`config.mk`:
```
export PLATFORM = sky130hd
export DESIGN_NAME = wbFpAdder
export DESIGN_NICKNAME = d
export VERILOG_FILES = /design/src/source/fpPkg.sv /design/src/source/wbRegPkg.sv /design/src/source/fpAddPipe.sv /design/src/source/fpAlign.sv /design/src/source/fpNormalize.sv /design/src/source/mantissaAdder.sv /design/src/source/wbFpAdder.sv
export SDC_FILE = /design/constraint.sdc
export NUM_CORES = 1
export LEC_CHECK = 0
export ABC_AREA = 1
export BUFFER_PORTS_ARGS = -buffer_cell sky130_fd_sc_hd__buf_4
export CAP_MARGIN = 10
export CORE_MARGIN = 2
export CORE_UTILIZATION = 60
export DETAILED_ROUTE_END_ITERATION = 6
export PLACE_DENSITY = 0.81
export SYNTH_ARGS = -nofsm -noshare
export SYNTH_HDL_FRONTEND = slang
export SYNTH_HIERARCHICAL = 1
export SYNTH_SLANG_ARGS = --single-unit
```
`constraint.sdc`:
```
create_clock -name clk -period 12 [get_ports clk]
set_input_delay 2.4 -clock clk [delete_from_list [all_inputs] [get_ports clk]]
set_output_delay 2.4 -clock clk [all_outputs]
set_load 0.005 [all_outputs]
```
`src/source/fpPkg.sv`:
```
`default_nettype none

package fpPkg;

	// Binary32 field layout.
	localparam int fpWidth = 32;
	localparam int expWidth = 8;
	localparam int fracWidth = 23;

	localparam logic [expWidth-1:0] expBias = 8'd127;

	// Hidden bit, fraction, guard, round and sticky.
	localparam int alignWidth = 27;

	// Aligned width plus the adder carry-out.
	localparam int sumWidth = 28;

	typedef enum logic {
		opAdd = 1'b0,
		opSub = 1'b1
	} fpOp;

endpackage

`default_nettype wire

```
`src/source/wbRegPkg.sv`:
```
`default_nettype none

package wbRegPkg;

	localparam int wbAddrWidth = 5;
	localparam int wbDataWidth = 32;

	// Word indices, taken from adr[4:2].
	localparam logic [2:0] regOpA = 3'd0;
	localparam logic [2:0] regOpB = 3'd1;
	localparam logic [2:0] regCtrl = 3'd2;
	localparam logic [2:0] regStatus = 3'd3;
	localparam logic [2:0] regResult = 3'd4;

	// Control word bits.
	localparam int ctrlStartBit = 0;
	localparam int ctrlOpBit = 1;

	// Status word bits.
	localparam int statBusyBit = 0;
	localparam int statDoneBit = 1;
	localparam int statOverflowBit = 2;
	localparam int statZeroBit = 3;

	typedef enum logic {
		wbIdle = 1'b0,
		wbAck = 1'b1
	} wbState;

endpackage

`default_nettype wire

```
`src/source/fpAddPipe.sv`:
```
`default_nettype none
`timescale 1ns/10ps

module fpAddPipe #(
	parameter int pipeStages = 3
) (
	input logic clk,
	input logic arstN,
	input logic inValid,
	input logic [fpPkg::fpWidth-1:0] opA,
	input logic [fpPkg::fpWidth-1:0] opB,
	input fpPkg::fpOp op,
	output logic outValid,
	output logic [fpPkg::fpWidth-1:0] result,
	output logic overflow,
	output logic zero
);
	import fpPkg::*;

	logic [pipeStages-1:0] stageValid;

	logic [expWidth-1:0] alExp;
	logic alSign;
	logic [alignWidth-1:0] alBig;
	logic [alignWidth-1:0] alSmall;
	logic alEffSub;

	logic [expWidth-1:0] s1Exp;
	logic s1Sign;
	logic [alignWidth-1:0] s1Big;
	logic [alignWidth-1:0] s1Small;
	logic s1EffSub;

	logic [sumWidth-1:0] addSum;
	logic [sumWidth-1:0] s2Sum;
	logic [expWidth-1:0] s2Exp;
	logic s2Sign;

	logic [fpWidth-1:0] nmResult;
	logic nmOverflow;
	logic nmZero;

	fpAlign u_fpAlign (
		.opA(opA),
		.opB(opB),
		.op(op),
		.bigExp(alExp),
		.sign(alSign),
		.bigMant(alBig),
		.smallMant(alSmall),
		.effSub(alEffSub)
	);

	mantissaAdder u_mantissaAdder (
		.a(s1Big),
		.b(s1Small),
		.sub(s1EffSub),
		.sum(addSum)
	);

	fpNormalize u_fpNormalize (
		.sum(s2Sum),
		.exp(s2Exp),
		.sign(s2Sign),
		.result(nmResult),
		.overflow(nmOverflow),
		.zero(nmZero)
	);

	// No stall, every stage moves each cycle.
	always_ff @(posedge clk or negedge arstN) begin
		if (!arstN) begin
			stageValid <= '0;
			s1Exp <= '0;
			s1Sign <= 1'b0;
			s1Big <= '0;
			s1Small <= '0;
			s1EffSub <= 1'b0;
			s2Sum <= '0;
			s2Exp <= '0;
			s2Sign <= 1'b0;
			result <= '0;
			overflow <= 1'b0;
			zero <= 1'b0;
		end else begin
			stageValid <= {stageValid[pipeStages-2:0], inValid};
			s1Exp <= alExp;
			s1Sign <= alSign;
			s1Big <= alBig;
			s1Small <= alSmall;
			s1EffSub <= alEffSub;
			s2Sum <= addSum;
			s2Exp <= s1Exp;
			s2Sign <= s1Sign;
			result <= nmResult;
			overflow <= nmOverflow;
			zero <= nmZero;
		end
	end

	assign outValid = stageValid[pipeStages-1];

endmodule

`default_nettype wire

```
`src/source/fpAlign.sv`:
```
`default_nettype none
`timescale 1ns/10ps

module fpAlign (
	input logic [fpPkg::fpWidth-1:0] opA,
	input logic [fpPkg::fpWidth-1:0] opB,
	input fpPkg::fpOp op,
	output logic [fpPkg::expWidth-1:0] bigExp,
	output logic sign,
	output logic [fpPkg::alignWidth-1:0] bigMant,
	output logic [fpPkg::alignWidth-1:0] smallMant,
	output logic effSub
);
	import fpPkg::*;

	logic signA;
	logic signB;
	logic [expWidth-1:0] expA;
	logic [expWidth-1:0] expB;
	logic [expWidth-1:0] smallExp;
	logic [expWidth-1:0] expDiff;
	logic [fracWidth:0] mantA;
	logic [fracWidth:0] mantB;
	logic [fracWidth:0] bigM;
	logic [fracWidth:0] smallM;
	logic aIsBig;
	logic [alignWidth-1:0] smallExt;
	logic [alignWidth-1:0] shifted;
	logic [alignWidth-1:0] lostMask;
	logic sticky;

	assign signA = opA[fpWidth-1];
	// Subtraction is addition with B negated.
	assign signB = opB[fpWidth-1] ^ (op == opSub);
	assign expA = opA[fpWidth-2 -: expWidth];
	assign expB = opB[fpWidth-2 -: expWidth];

	// Zero exponent means zero or denormal, both taken as zero.
	assign mantA = (expA != '0) ? {1'b1, opA[fracWidth-1:0]} : '0;
	assign mantB = (expB != '0) ? {1'b1, opB[fracWidth-1:0]} : '0;

	assign aIsBig = {expA, mantA} >= {expB, mantB};

	assign bigExp = aIsBig ? expA : expB;
	assign smallExp = aIsBig ? expB : expA;
	assign bigM = aIsBig ? mantA : mantB;
	assign smallM = aIsBig ? mantB : mantA;
	assign sign = aIsBig ? signA : signB;
	assign effSub = signA ^ signB;

	assign expDiff = bigExp - smallExp;
	assign bigMant = {bigM, 3'b000};
	assign smallExt = {smallM, 3'b000};

	// Bits that fall off the bottom of the shifter.
	assign lostMask = ~({alignWidth{1'b1}} << expDiff);

	always_comb begin
		if (expDiff >= alignWidth) begin
			shifted = '0;
			sticky = |smallExt;
		end else begin
			shifted = smallExt >> expDiff;
			sticky = |(smallExt & lostMask);
		end
	end

	assign smallMant = {shifted[alignWidth-1:1], shifted[0] | sticky};

endmodule

`default_nettype wire

```
`src/source/fpNormalize.sv`:
```
`default_nettype none
`timescale 1ns/10ps

module fpNormalize (
	input logic [fpPkg::sumWidth-1:0] sum,
	input logic [fpPkg::expWidth-1:0] exp,
	input logic sign,
	output logic [fpPkg::fpWidth-1:0] result,
	output logic overflow,
	output logic zero
);
	import fpPkg::*;

	localparam int lzWidth = $clog2(alignWidth);
	// Largest finite biased exponent.
	localparam int expMax = 2 * expBias;

	function automatic logic [lzWidth-1:0] leadZeros(input logic [alignWidth-1:0] value);
		logic [lzWidth-1:0] count;
		logic found;
		count = '0;
		found = 1'b0;
		for (int i = alignWidth - 1; i >= 0; i--) begin
			if (!found && value[i]) begin
				found = 1'b1;
				count = lzWidth'(alignWidth - 1 - i);
			end
		end
		return count;
	endfunction

	logic carryOut;
	logic [lzWidth-1:0] lz;
	logic signed [expWidth+1:0] expIn;
	logic signed [expWidth+1:0] lzWide;
	logic signed [expWidth+1:0] normExp;
	logic signed [expWidth+1:0] rndExp;
	logic [alignWidth-1:0] normMant;
	logic roundUp;
	logic [fracWidth+1:0] rndMant;
	logic [fracWidth-1:0] fracOut;

	assign carryOut = sum[sumWidth-1];
	assign lz = leadZeros(sum[alignWidth-1:0]);
	assign expIn = {2'b00, exp};
	assign lzWide = {{(expWidth + 2 - lzWidth){1'b0}}, lz};

	always_comb begin
		if (carryOut) begin
			// Keep the dropped bit in sticky.
			normMant = {sum[sumWidth-1:2], sum[1] | sum[0]};
			normExp = expIn + 10'sd1;
		end else begin
			normMant = sum[alignWidth-1:0] << lz;
			normExp = expIn - lzWide;
		end
	end

	// Nearest-even from guard, round and sticky.
	assign roundUp = normMant[2] & (normMant[1] | normMant[0] | normMant[3]);
	assign rndMant = {1'b0, normMant[alignWidth-1:3]} + {{(fracWidth + 1){1'b0}}, roundUp};

	// A rounding carry leaves 1.000..., one more exponent step.
	assign rndExp = normExp + {{(expWidth + 1){1'b0}}, rndMant[fracWidth+1]};
	assign fracOut = rndMant[fracWidth-1:0];

	always_comb begin
		overflow = 1'b0;
		zero = 1'b0;
		if (sum == '0 || normExp <= 0) begin
			// Underflow flushes to zero as well.
			result = '0;
			zero = 1'b1;
		end else if (rndExp > expMax) begin
			result = {sign, {expWidth{1'b1}}, {fracWidth{1'b0}}};
			overflow = 1'b1;
		end else begin
			result = {sign, rndExp[expWidth-1:0], fracOut};
		end
	end

endmodule

`default_nettype wire

```
`src/source/mantissaAdder.sv`:
```
`default_nettype none
`timescale 1ns/10ps

module mantissaAdder (
	input logic [fpPkg::alignWidth-1:0] a,
	input logic [fpPkg::alignWidth-1:0] b,
	input logic sub,
	output logic [fpPkg::sumWidth-1:0] sum
);
	import fpPkg::*;

	logic [alignWidth-1:0] bEff;
	logic [alignWidth:0] carry;

	// Two's complement of b when subtracting.
	assign bEff = b ^ {alignWidth{sub}};
	assign carry[0] = sub;

	for (genvar i = 0; i < alignWidth; i++) begin : gCell
		assign sum[i] = a[i] ^ bEff[i] ^ carry[i];
		assign carry[i+1] = (a[i] & bEff[i]) | (carry[i] & (a[i] ^ bEff[i]));
	end

	// a >= b on subtract, so the carry there is only the end-around bit
	assign sum[sumWidth-1] = carry[alignWidth] & ~sub;

endmodule

`default_nettype wire

```
`src/source/wbFpAdder.sv`:
```
`default_nettype none
`timescale 1ns/10ps

module wbFpAdder #(
	parameter int pipeStages = 3
) (
	input logic clk,
	input logic arstN,
	input logic cyc,
	input logic stb,
	input logic we,
	input logic [wbRegPkg::wbAddrWidth-1:0] adr,
	input logic [wbRegPkg::wbDataWidth/8-1:0] sel,
	input logic [wbRegPkg::wbDataWidth-1:0] datIn,
	output logic [wbRegPkg::wbDataWidth-1:0] datOut,
	output logic ack
);
	import fpPkg::*;
	import wbRegPkg::*;

	wbState state;
	logic [2:0] wordIdx;
	logic accept;
	logic startReq;
	logic [wbDataWidth-1:0] readData;

	logic [fpWidth-1:0] opAReg;
	logic [fpWidth-1:0] opBReg;
	fpOp opReg;
	logic [fpWidth-1:0] resultReg;
	logic ovfFlag;
	logic zeroFlag;
	logic busy;
	logic done;
	logic launch;

	logic pipeValid;
	logic [fpWidth-1:0] pipeResult;
	logic pipeOverflow;
	logic pipeZero;

	// Full-word access only, sel is not decoded.
	assign wordIdx = adr[wbAddrWidth-1:2];
	assign accept = (state == wbIdle) && cyc && stb;
	assign startReq = accept && we && (wordIdx == regCtrl) && datIn[ctrlStartBit] && !busy;
	assign ack = (state == wbAck);

	always_comb begin
		readData = '0;
		case (wordIdx)
			regOpA: readData = opAReg;
			regOpB: readData = opBReg;
			regCtrl: readData[ctrlOpBit] = opReg;
			regStatus: begin
				readData[statBusyBit] = busy;
				readData[statDoneBit] = done;
				readData[statOverflowBit] = ovfFlag;
				readData[statZeroBit] = zeroFlag;
			end
			regResult: readData = resultReg;
			default: readData = '0;
		endcase
	end

	// One ack cycle per access, never stalls.
	always_ff @(posedge clk or negedge arstN) begin
		if (!arstN) begin
			state <= wbIdle;
			datOut <= '0;
		end else begin
			case (state)
				wbIdle: begin
					if (accept) begin
						state <= wbAck;
						if (!we) begin
							datOut <= readData;
						end
					end
				end
				default: state <= wbIdle;
			endcase
		end
	end

	always_ff @(posedge clk or negedge arstN) begin
		if (!arstN) begin
			opAReg <= '0;
			opBReg <= '0;
			opReg <= opAdd;
			resultReg <= '0;
			ovfFlag <= 1'b0;
			zeroFlag <= 1'b0;
			busy <= 1'b0;
			done <= 1'b0;
			launch <= 1'b0;
		end else begin
			launch <= startReq;
			if (accept && we && wordIdx == regOpA) begin
				opAReg <= datIn;
			end
			if (accept && we && wordIdx == regOpB) begin
				opBReg <= datIn;
			end
			if (startReq) begin
				opReg <= fpOp'(datIn[ctrlOpBit]);
				busy <= 1'b1;
				done <= 1'b0;
			end
			// Result lands one cycle after the last stage.
			if (pipeValid) begin
				resultReg <= pipeResult;
				ovfFlag <= pipeOverflow;
				zeroFlag <= pipeZero;
				busy <= 1'b0;
				done <= 1'b1;
			end
		end
	end

	fpAddPipe #(
		.pipeStages(pipeStages)
	) u_fpAddPipe (
		.clk(clk),
		.arstN(arstN),
		.inValid(launch),
		.opA(opAReg),
		.opB(opBReg),
		.op(opReg),
		.outValid(pipeValid),
		.result(pipeResult),
		.overflow(pipeOverflow),
		.zero(pipeZero)
	);

endmodule

`default_nettype wire

```
======== Word-level counts from Yosys, hierarchy flattened ========
Cells that the tools add are included.
storage, ports and cells
  bits of input ports ..................... 46
  register bits ........................... 270
  output and inout port bits .............. 33
  word-level logic and storage cells ...... 327
operators by class
  bitwise gates (word level) .............. 140
  $add $sub $neg .......................... 5
  $lt $le $gt $ge ......................... 4
  eq/ne operators ......................... 4
  reduce and logical (&&, ||, !) cells .... 70
  shift-type cells ........................ 3
  muxes and demuxes ....................... 78
operators with widths
  cell                                                count
  2-to-1 mux 5 bit                                    25
  2-to-1 mux 24 bit                                   4
  one-hot mux 28 bit (3 select lines)                 1
  2-to-1 mux 27 bit                                   2
  bitwise AND 1 bit                                   53
  XOR 1 bit                                           53
  2-to-1 mux 1 bit                                    38
  logical AND 1 bit                                   34
  >= comparator 32 bit                                1
  2-to-1 mux 32 bit                                   1
  2-to-1 mux 31 bit                                   1
  zero test 28 bit                                    1
  OR 1 bit                                            28
  bitwise AND 27 bit                                  1
  zero test 1 bit                                     27
  inverter 27 bit                                     1
  OR reduction 27 bit                                 1
  left shift 27 x 5 -> 27 bit                         1
  left shift 27 x 8 -> 27 bit (first input constant)  1
  right shift 27 x 8 -> 27 bit                        1
  XOR 27 bit                                          1
  adder 24 x 1 -> 25 bit                              1
  OR reduction 24 bit                                 1
  2-to-1 mux 8 bit                                    2
  other kinds (20)                                    24

======== Depth between registers and ports, before layout ========
  word-level depth ........................ 89
  depth in mapped cells ................... 42
  depth with buffers taken out ............ 40

======== Hierarchy ========
The synthesis kept the hierarchy.
modules (own cells, without submodules)
  module         cells each  times used  seq. area each (µm²)  area an instance (µm²)
  wbFpAdder      727         1           3378.2                5836.8
  fpAlign        840         1           0.0                   4093.9
  fpNormalize    758         1           0.0                   3796.1
  fpAddPipe      138         1           3453.3                3453.3
  mantissaAdder  196         1           0.0                   1193.6

======== Worst setup path after synthesis ========
OpenSTA, ideal clock, no wires.
  path kind ............................... reg2reg
  start point ............................. reg u_fpAddPipe.s1EffSub
  end point ............................... reg u_fpAddPipe.s2Sum[26]
  path buffers ............................ 2
  stages on the path, launching flop included .. 34
  setup slack ............................. 1.270 ns
  period minus slack after synthesis ...... 10.730 ns
  library setup time ...................... 0.114 ns
  data required time ...................... 11.886 ns
  data arrival time ....................... 10.616 ns
  path through ............................ dfrtp_1 -> buf_6 -> buf_4 -> nand2_1 -> nand2_1 -> fa_1 -> fa_1 -> fa_1 -> fa_1 -> fa_1 -> fa_1 -> fa_1 -> fa_1 -> fa_1 -> fa_1 -> fa_1 -> fa_1 -> fa_1 -> fa_1 -> fa_1 -> inv_1 -> fa_1 -> inv_1 -> fa_1 -> fa_1 -> fa_1 -> fa_1 -> fa_1 -> fa_1 -> fa_1 -> fa_1 -> fa_1 -> fa_1 -> inv_1
on the way
  longest elaborated chain between the ends .. 51
  elaborated cells on any way between the ends .. 98
  classes of those cells .................. bitwise (98)
ends and longest elaborated chain
  what                            RTL line             source
  start: declaration              fpAddPipe.sv:32      logic s1EffSub;
  start signal: assignment        fpAddPipe.sv:91      s1EffSub <= alEffSub;
  XOR 27 bit                      mantissaAdder.sv:16  assign bEff = b ^ {alignWidth{sub}};
  bitwise AND 1 bit (4 in a row)  mantissaAdder.sv:21  assign carry[i+1] = (a[i] & bEff[i]) | (carry[i] & (a[i] ^ bEff[i]));
  OR 1 bit                        mantissaAdder.sv:21
  bitwise AND 1 bit               mantissaAdder.sv:21
  OR 1 bit                        mantissaAdder.sv:21
  bitwise AND 1 bit               mantissaAdder.sv:21
  OR 1 bit                        mantissaAdder.sv:21
  bitwise AND 1 bit               mantissaAdder.sv:21
  [33 not listed]                 -
  bitwise AND 1 bit               mantissaAdder.sv:21
  OR 1 bit                        mantissaAdder.sv:21
  bitwise AND 1 bit               mantissaAdder.sv:21
  OR 1 bit                        mantissaAdder.sv:21
  bitwise AND 1 bit               mantissaAdder.sv:21
  OR 1 bit                        mantissaAdder.sv:21
  XOR 1 bit (*)                   mantissaAdder.sv:20  assign sum[i] = a[i] ^ bEff[i] ^ carry[i];
  net u_fpAddPipe.addSum[26]      fpAddPipe.sv:34      logic [sumWidth-1:0] addSum;
  end signal: assignment          fpAddPipe.sv:92      s2Sum <= addSum;
  end: declaration                fpAddPipe.sv:35      logic [sumWidth-1:0] s2Sum;
The timed path passes the listed nets; every way through them passes the cells marked *.
A chain may end at the register's enable or synchronous reset.

======== Final worst setup path ========
Ends and elaborated chain as after synthesis.

==> summary.txt <==
Setup path
  • Worst Setup SP: u_fpAddPipe/s1EffSub
  • WP data required: 12.44 ns
  • Reg2reg end: u_fpAddPipe/s2Sum[26]
  • Cell mode on critical path: fa_1
  • Critical path class: reg2reg
  • CP endpoint kind: register
  • Critical-path top delay cell: fa_1
  • CP arrival: roughly 12 ns
  • CP Max Fanout: 27
  • Crit path to: u_fpAddPipe/s2Sum[26]
  • Startpoint types: register
  • Reg-to-reg startpoint: u_fpAddPipe/s1EffSub
  • Slowest stage delay, CP: a little under 0.5 ns
  • R2R setup slack: about 0.77 ns
  • R2r worst-path depth: 32

Clocking
  • Clk_lat worst skew: between 0.5 and 0.6 ns
  • Worst-path clk slew: roughly 0.070 ns
  • TritonCTS clock tree: done
  • Post_cts resized: 0
  • Num CTS Buffers: 28
  • Clock sink total: ~270
  • CTS root buffer: clkbuf_16
  • Setup bufs post-CTS: 0
  • H-tree depth: 1
  • Clk buf depth: 3
  • CTS hold repair buffers: 0

Global route
  • Vias in the first global route: ~16000
  • Largest net degree at the start of global routing: 126
  • First-pass GRT wire length: just under 90000 um
  • Gr ovfl total: 0
  • Initial antenna violation count: 1
  • Gr usage total: approximately a third

Synthesis
  • Compound-Gate Fraction of Synth Area: between 9 and 10%
  • Post-synth EDFFs: 0
  • Yosys warns: 6
  • Sequential share of the synthesized area: between 30 and 40%
  • Post-synthesis adder-cell area fraction: roughly 5.8%
  • Synth Area in XOR/XNOR: less than 1%
  • Syn Area/Cell: 6.91 um2
  • Count of cell types in the netlist: 64
  • Flops & latches, synth: 273
  • Synth Area in Simple Gates: between 30 and 40%
  • Synth Flop Type: dfrtp_1
  • Mapped Area: 18400 um2
  • Ys async rst share: 100%
  • Main combinational cell family by area after synthesis: simple AND/OR/NAND/NOR gates
  • Post-synthesis mux area share: 0%
  • Synth Instances: 2659

Floorplanning
  • Initial Util: between 60 and 70%
  • Total die area: between 30000 and 40000 um2
  • Die Y: 179 um
  • Core area: just over 30000 um2
  • Die width: about 180 um
  • # IOs: 79
  • Rows: 64

STA
  • Final Hold Vio Count: 0
  • Highest clock rate: between 80 and 90 MHz
  • Worst rel slew slack: 28.5%
  • RSZ-0062 raised after global routing: false
  • Tmin final: ~11 ns
  • Final Skew: 0.00989 ns
  • Final setup violation count: 0
  • Slew Viols, Final: 0
  • Period utilization: between 90 and 100%
  • Min Hold Slack: 0.344 ns
  • Final TNS setup: 0 ns
  • Slew @ Worst Pin: around 1.1 ns
  • Setup ws final: 0.772 ns

Detailed routing
  • Drt total wl: between 50000 and 60000 um
  • Wire length on met1: between 20000 and 25000 um
  • DR top layer: met4
  • Number of nets with antenna violations after routing: 0
  • Initial DRC Count: 1953
  • Via count: between 15000 and 20000
  • Met3 WL: around 4100 um
  • Vias per cell: 5.74
  • Met2 WL: approximately 27000 um
  • Remaining DRCs: 0
  • WL/cell: 18.0 um
  • First drt pass iteration count: 6

Placement
  • Number of port buffers: a little over 70
  • Post-place setup slack: approximately 0.88 ns
  • Detailed Place HPWL: about 42000 um
  • Final Wtd Congestion: around 1

Power
  • Worst vdd ir: about 0.00025 V
  • PwrDens: between 300 and 400 nW/um2
  • Leakage: ~0.011 uW

Cells and area
  • Commonest non-fill, non-tap cell in the layout: nand2_1
  • Antenna cells: 0
  • Fraction of layout cells with a size suffix above 1: just under 9%
  • Most frequent cells in the layout: 949 x nand2_1, 324 x inv_1, 297 x nand3_1, 273 x dfrtp_1, 145 x nor2_1
  • Area growth syn-to-layout: 8.12%
  • Fin nets: 2782

Hold path
  • Hold Crit Class: reg2reg
  • WHS Path Cells: 0

Job
  • Max_cap viols: 0

Run status
  • Status: complete, no violations
report_power, final:
part	internal [uW]	leakage, uW	switching [uW]
clock	524	0.000464	358
combinational	1180	0.00680	2770
sequential	1210	0.00332	219
cell type report:
class                           count  area, um2
Timing Repair Buffer               90        683
Clock inverter                     12        146
Sequential cell                   273       6830
Clock buffer                       37        786
Tap cell                          396        495
Multi-Input combinational cell   1931       9630
Inverter                          343       1290
Fill cell                        2679      10500
cell families after synthesis:
family	Yosys count
DFF	273
other	1
buffers and inverters	457
and+or+nand+nor	1545
adders and majority gates	69
AOI/OAI and AO/OA	299
xor gates and xnor gates	15
critical path, delay by kind of cell, from the launching register on:
| family | cells | cell delay, ns |
|---|---|---|
| fa+ha+maj | 26 | 10.25 |
| buf+inv | 4 | 0.29 |
| flops | 1 | 0.43 |
| simple gates | 2 | 0.15 |
state kept, by name (all words and copies together) (netlist names), 8 cells and up:
name and cells:
opBReg 32, u_fpAddPipe/s1Big 27, u_fpAddPipe/s1Small 27, u_fpAddPipe/s2Exp 8, u_fpAddPipe/s2Sum 28, datOut 32, opAReg 32, resultReg 32
u_fpAddPipe/s1Exp 8, u_fpAddPipe/result 32
Yosys cell counts (9+ instances only):
cell | instances | share of area (%)
nand2_1 | 949 | 19
inv_1 | 324 | 6.6
nand3_1 | 297 | 8.1
dfrtp_1 | 273 | 37
nor2_1 | 148 | 3.0
o21ai_0 | 125 | 3.4
a21oi_1 | 63 | 1.7
o21ai_1 | 47 | 1.3
ha_1 | 42 | 2.9
clkbuf_1 | 41 | 0.84
nand4_1 | 36 | 1.2
buf_2 | 31 | 0.84
fa_1 | 27 | 2.9
nand2_2 | 27 | 0.92
o22ai_1 | 25 | 0.85
nor3_1 | 22 | 0.60
buf_4 | 17 | 0.69
nor2_2 | 13 | 0.44
inv_2 | 12 | 0.25
nor2_4 | 11 | 0.67
buf_1 | 10 | 0.20
nand3_2 | 10 | 0.54
buf_6 | 9 | 0.55
o211ai_1 | 9 | 0.37
stage by stage:
| stage | area, um2 | std cells | power, uW | util (%) |
|---|---|---|---|---|
| finish | 19900 | 3082 | 6260 | 65.5 |
| global route | 19900 | 3082 | 6780 | 65.5 |
| CTS | 19900 | 3082 | 6190 | 65.5 |
| detailed placement | 18900 | 3033 | 5290 | 62.4 |
| global placement | 18900 | 3033 | 5210 | 62.4 |
| floorplan | 18400 | 2661 | 4280 | - |
worst min path at each step:
| stage | from | endpoint | slack (ns) |
|---|---|---|---|
| after floorplan | u_fpAddPipe/s1Exp[0] | u_fpAddPipe/s2Exp[0] | 0.33 |
| after global placement | u_fpAddPipe/s1Exp[1] | u_fpAddPipe/s2Exp[1] | 0.33 |
| after detailed placement | u_fpAddPipe/stageValid[1] | u_fpAddPipe/stageValid[2] | 0.34 |
| after CTS | u_fpAddPipe/stageValid[1] | u_fpAddPipe/stageValid[2] | 0.35 |
| after global routing | u_fpAddPipe/stageValid[1] | u_fpAddPipe/stageValid[2] | 0.35 |
| final | u_fpAddPipe/stageValid[1] | u_fpAddPipe/stageValid[2] | 0.34 |
metal layers:
layer	up-vias	GRT usage (%)
met5	-	0
met4	0	11.3
met3	114	5.39
met2	717	60.1
met1	8420	46.3
li1	8451	-
Note: power is estimated with default switching activity, not from simulation.
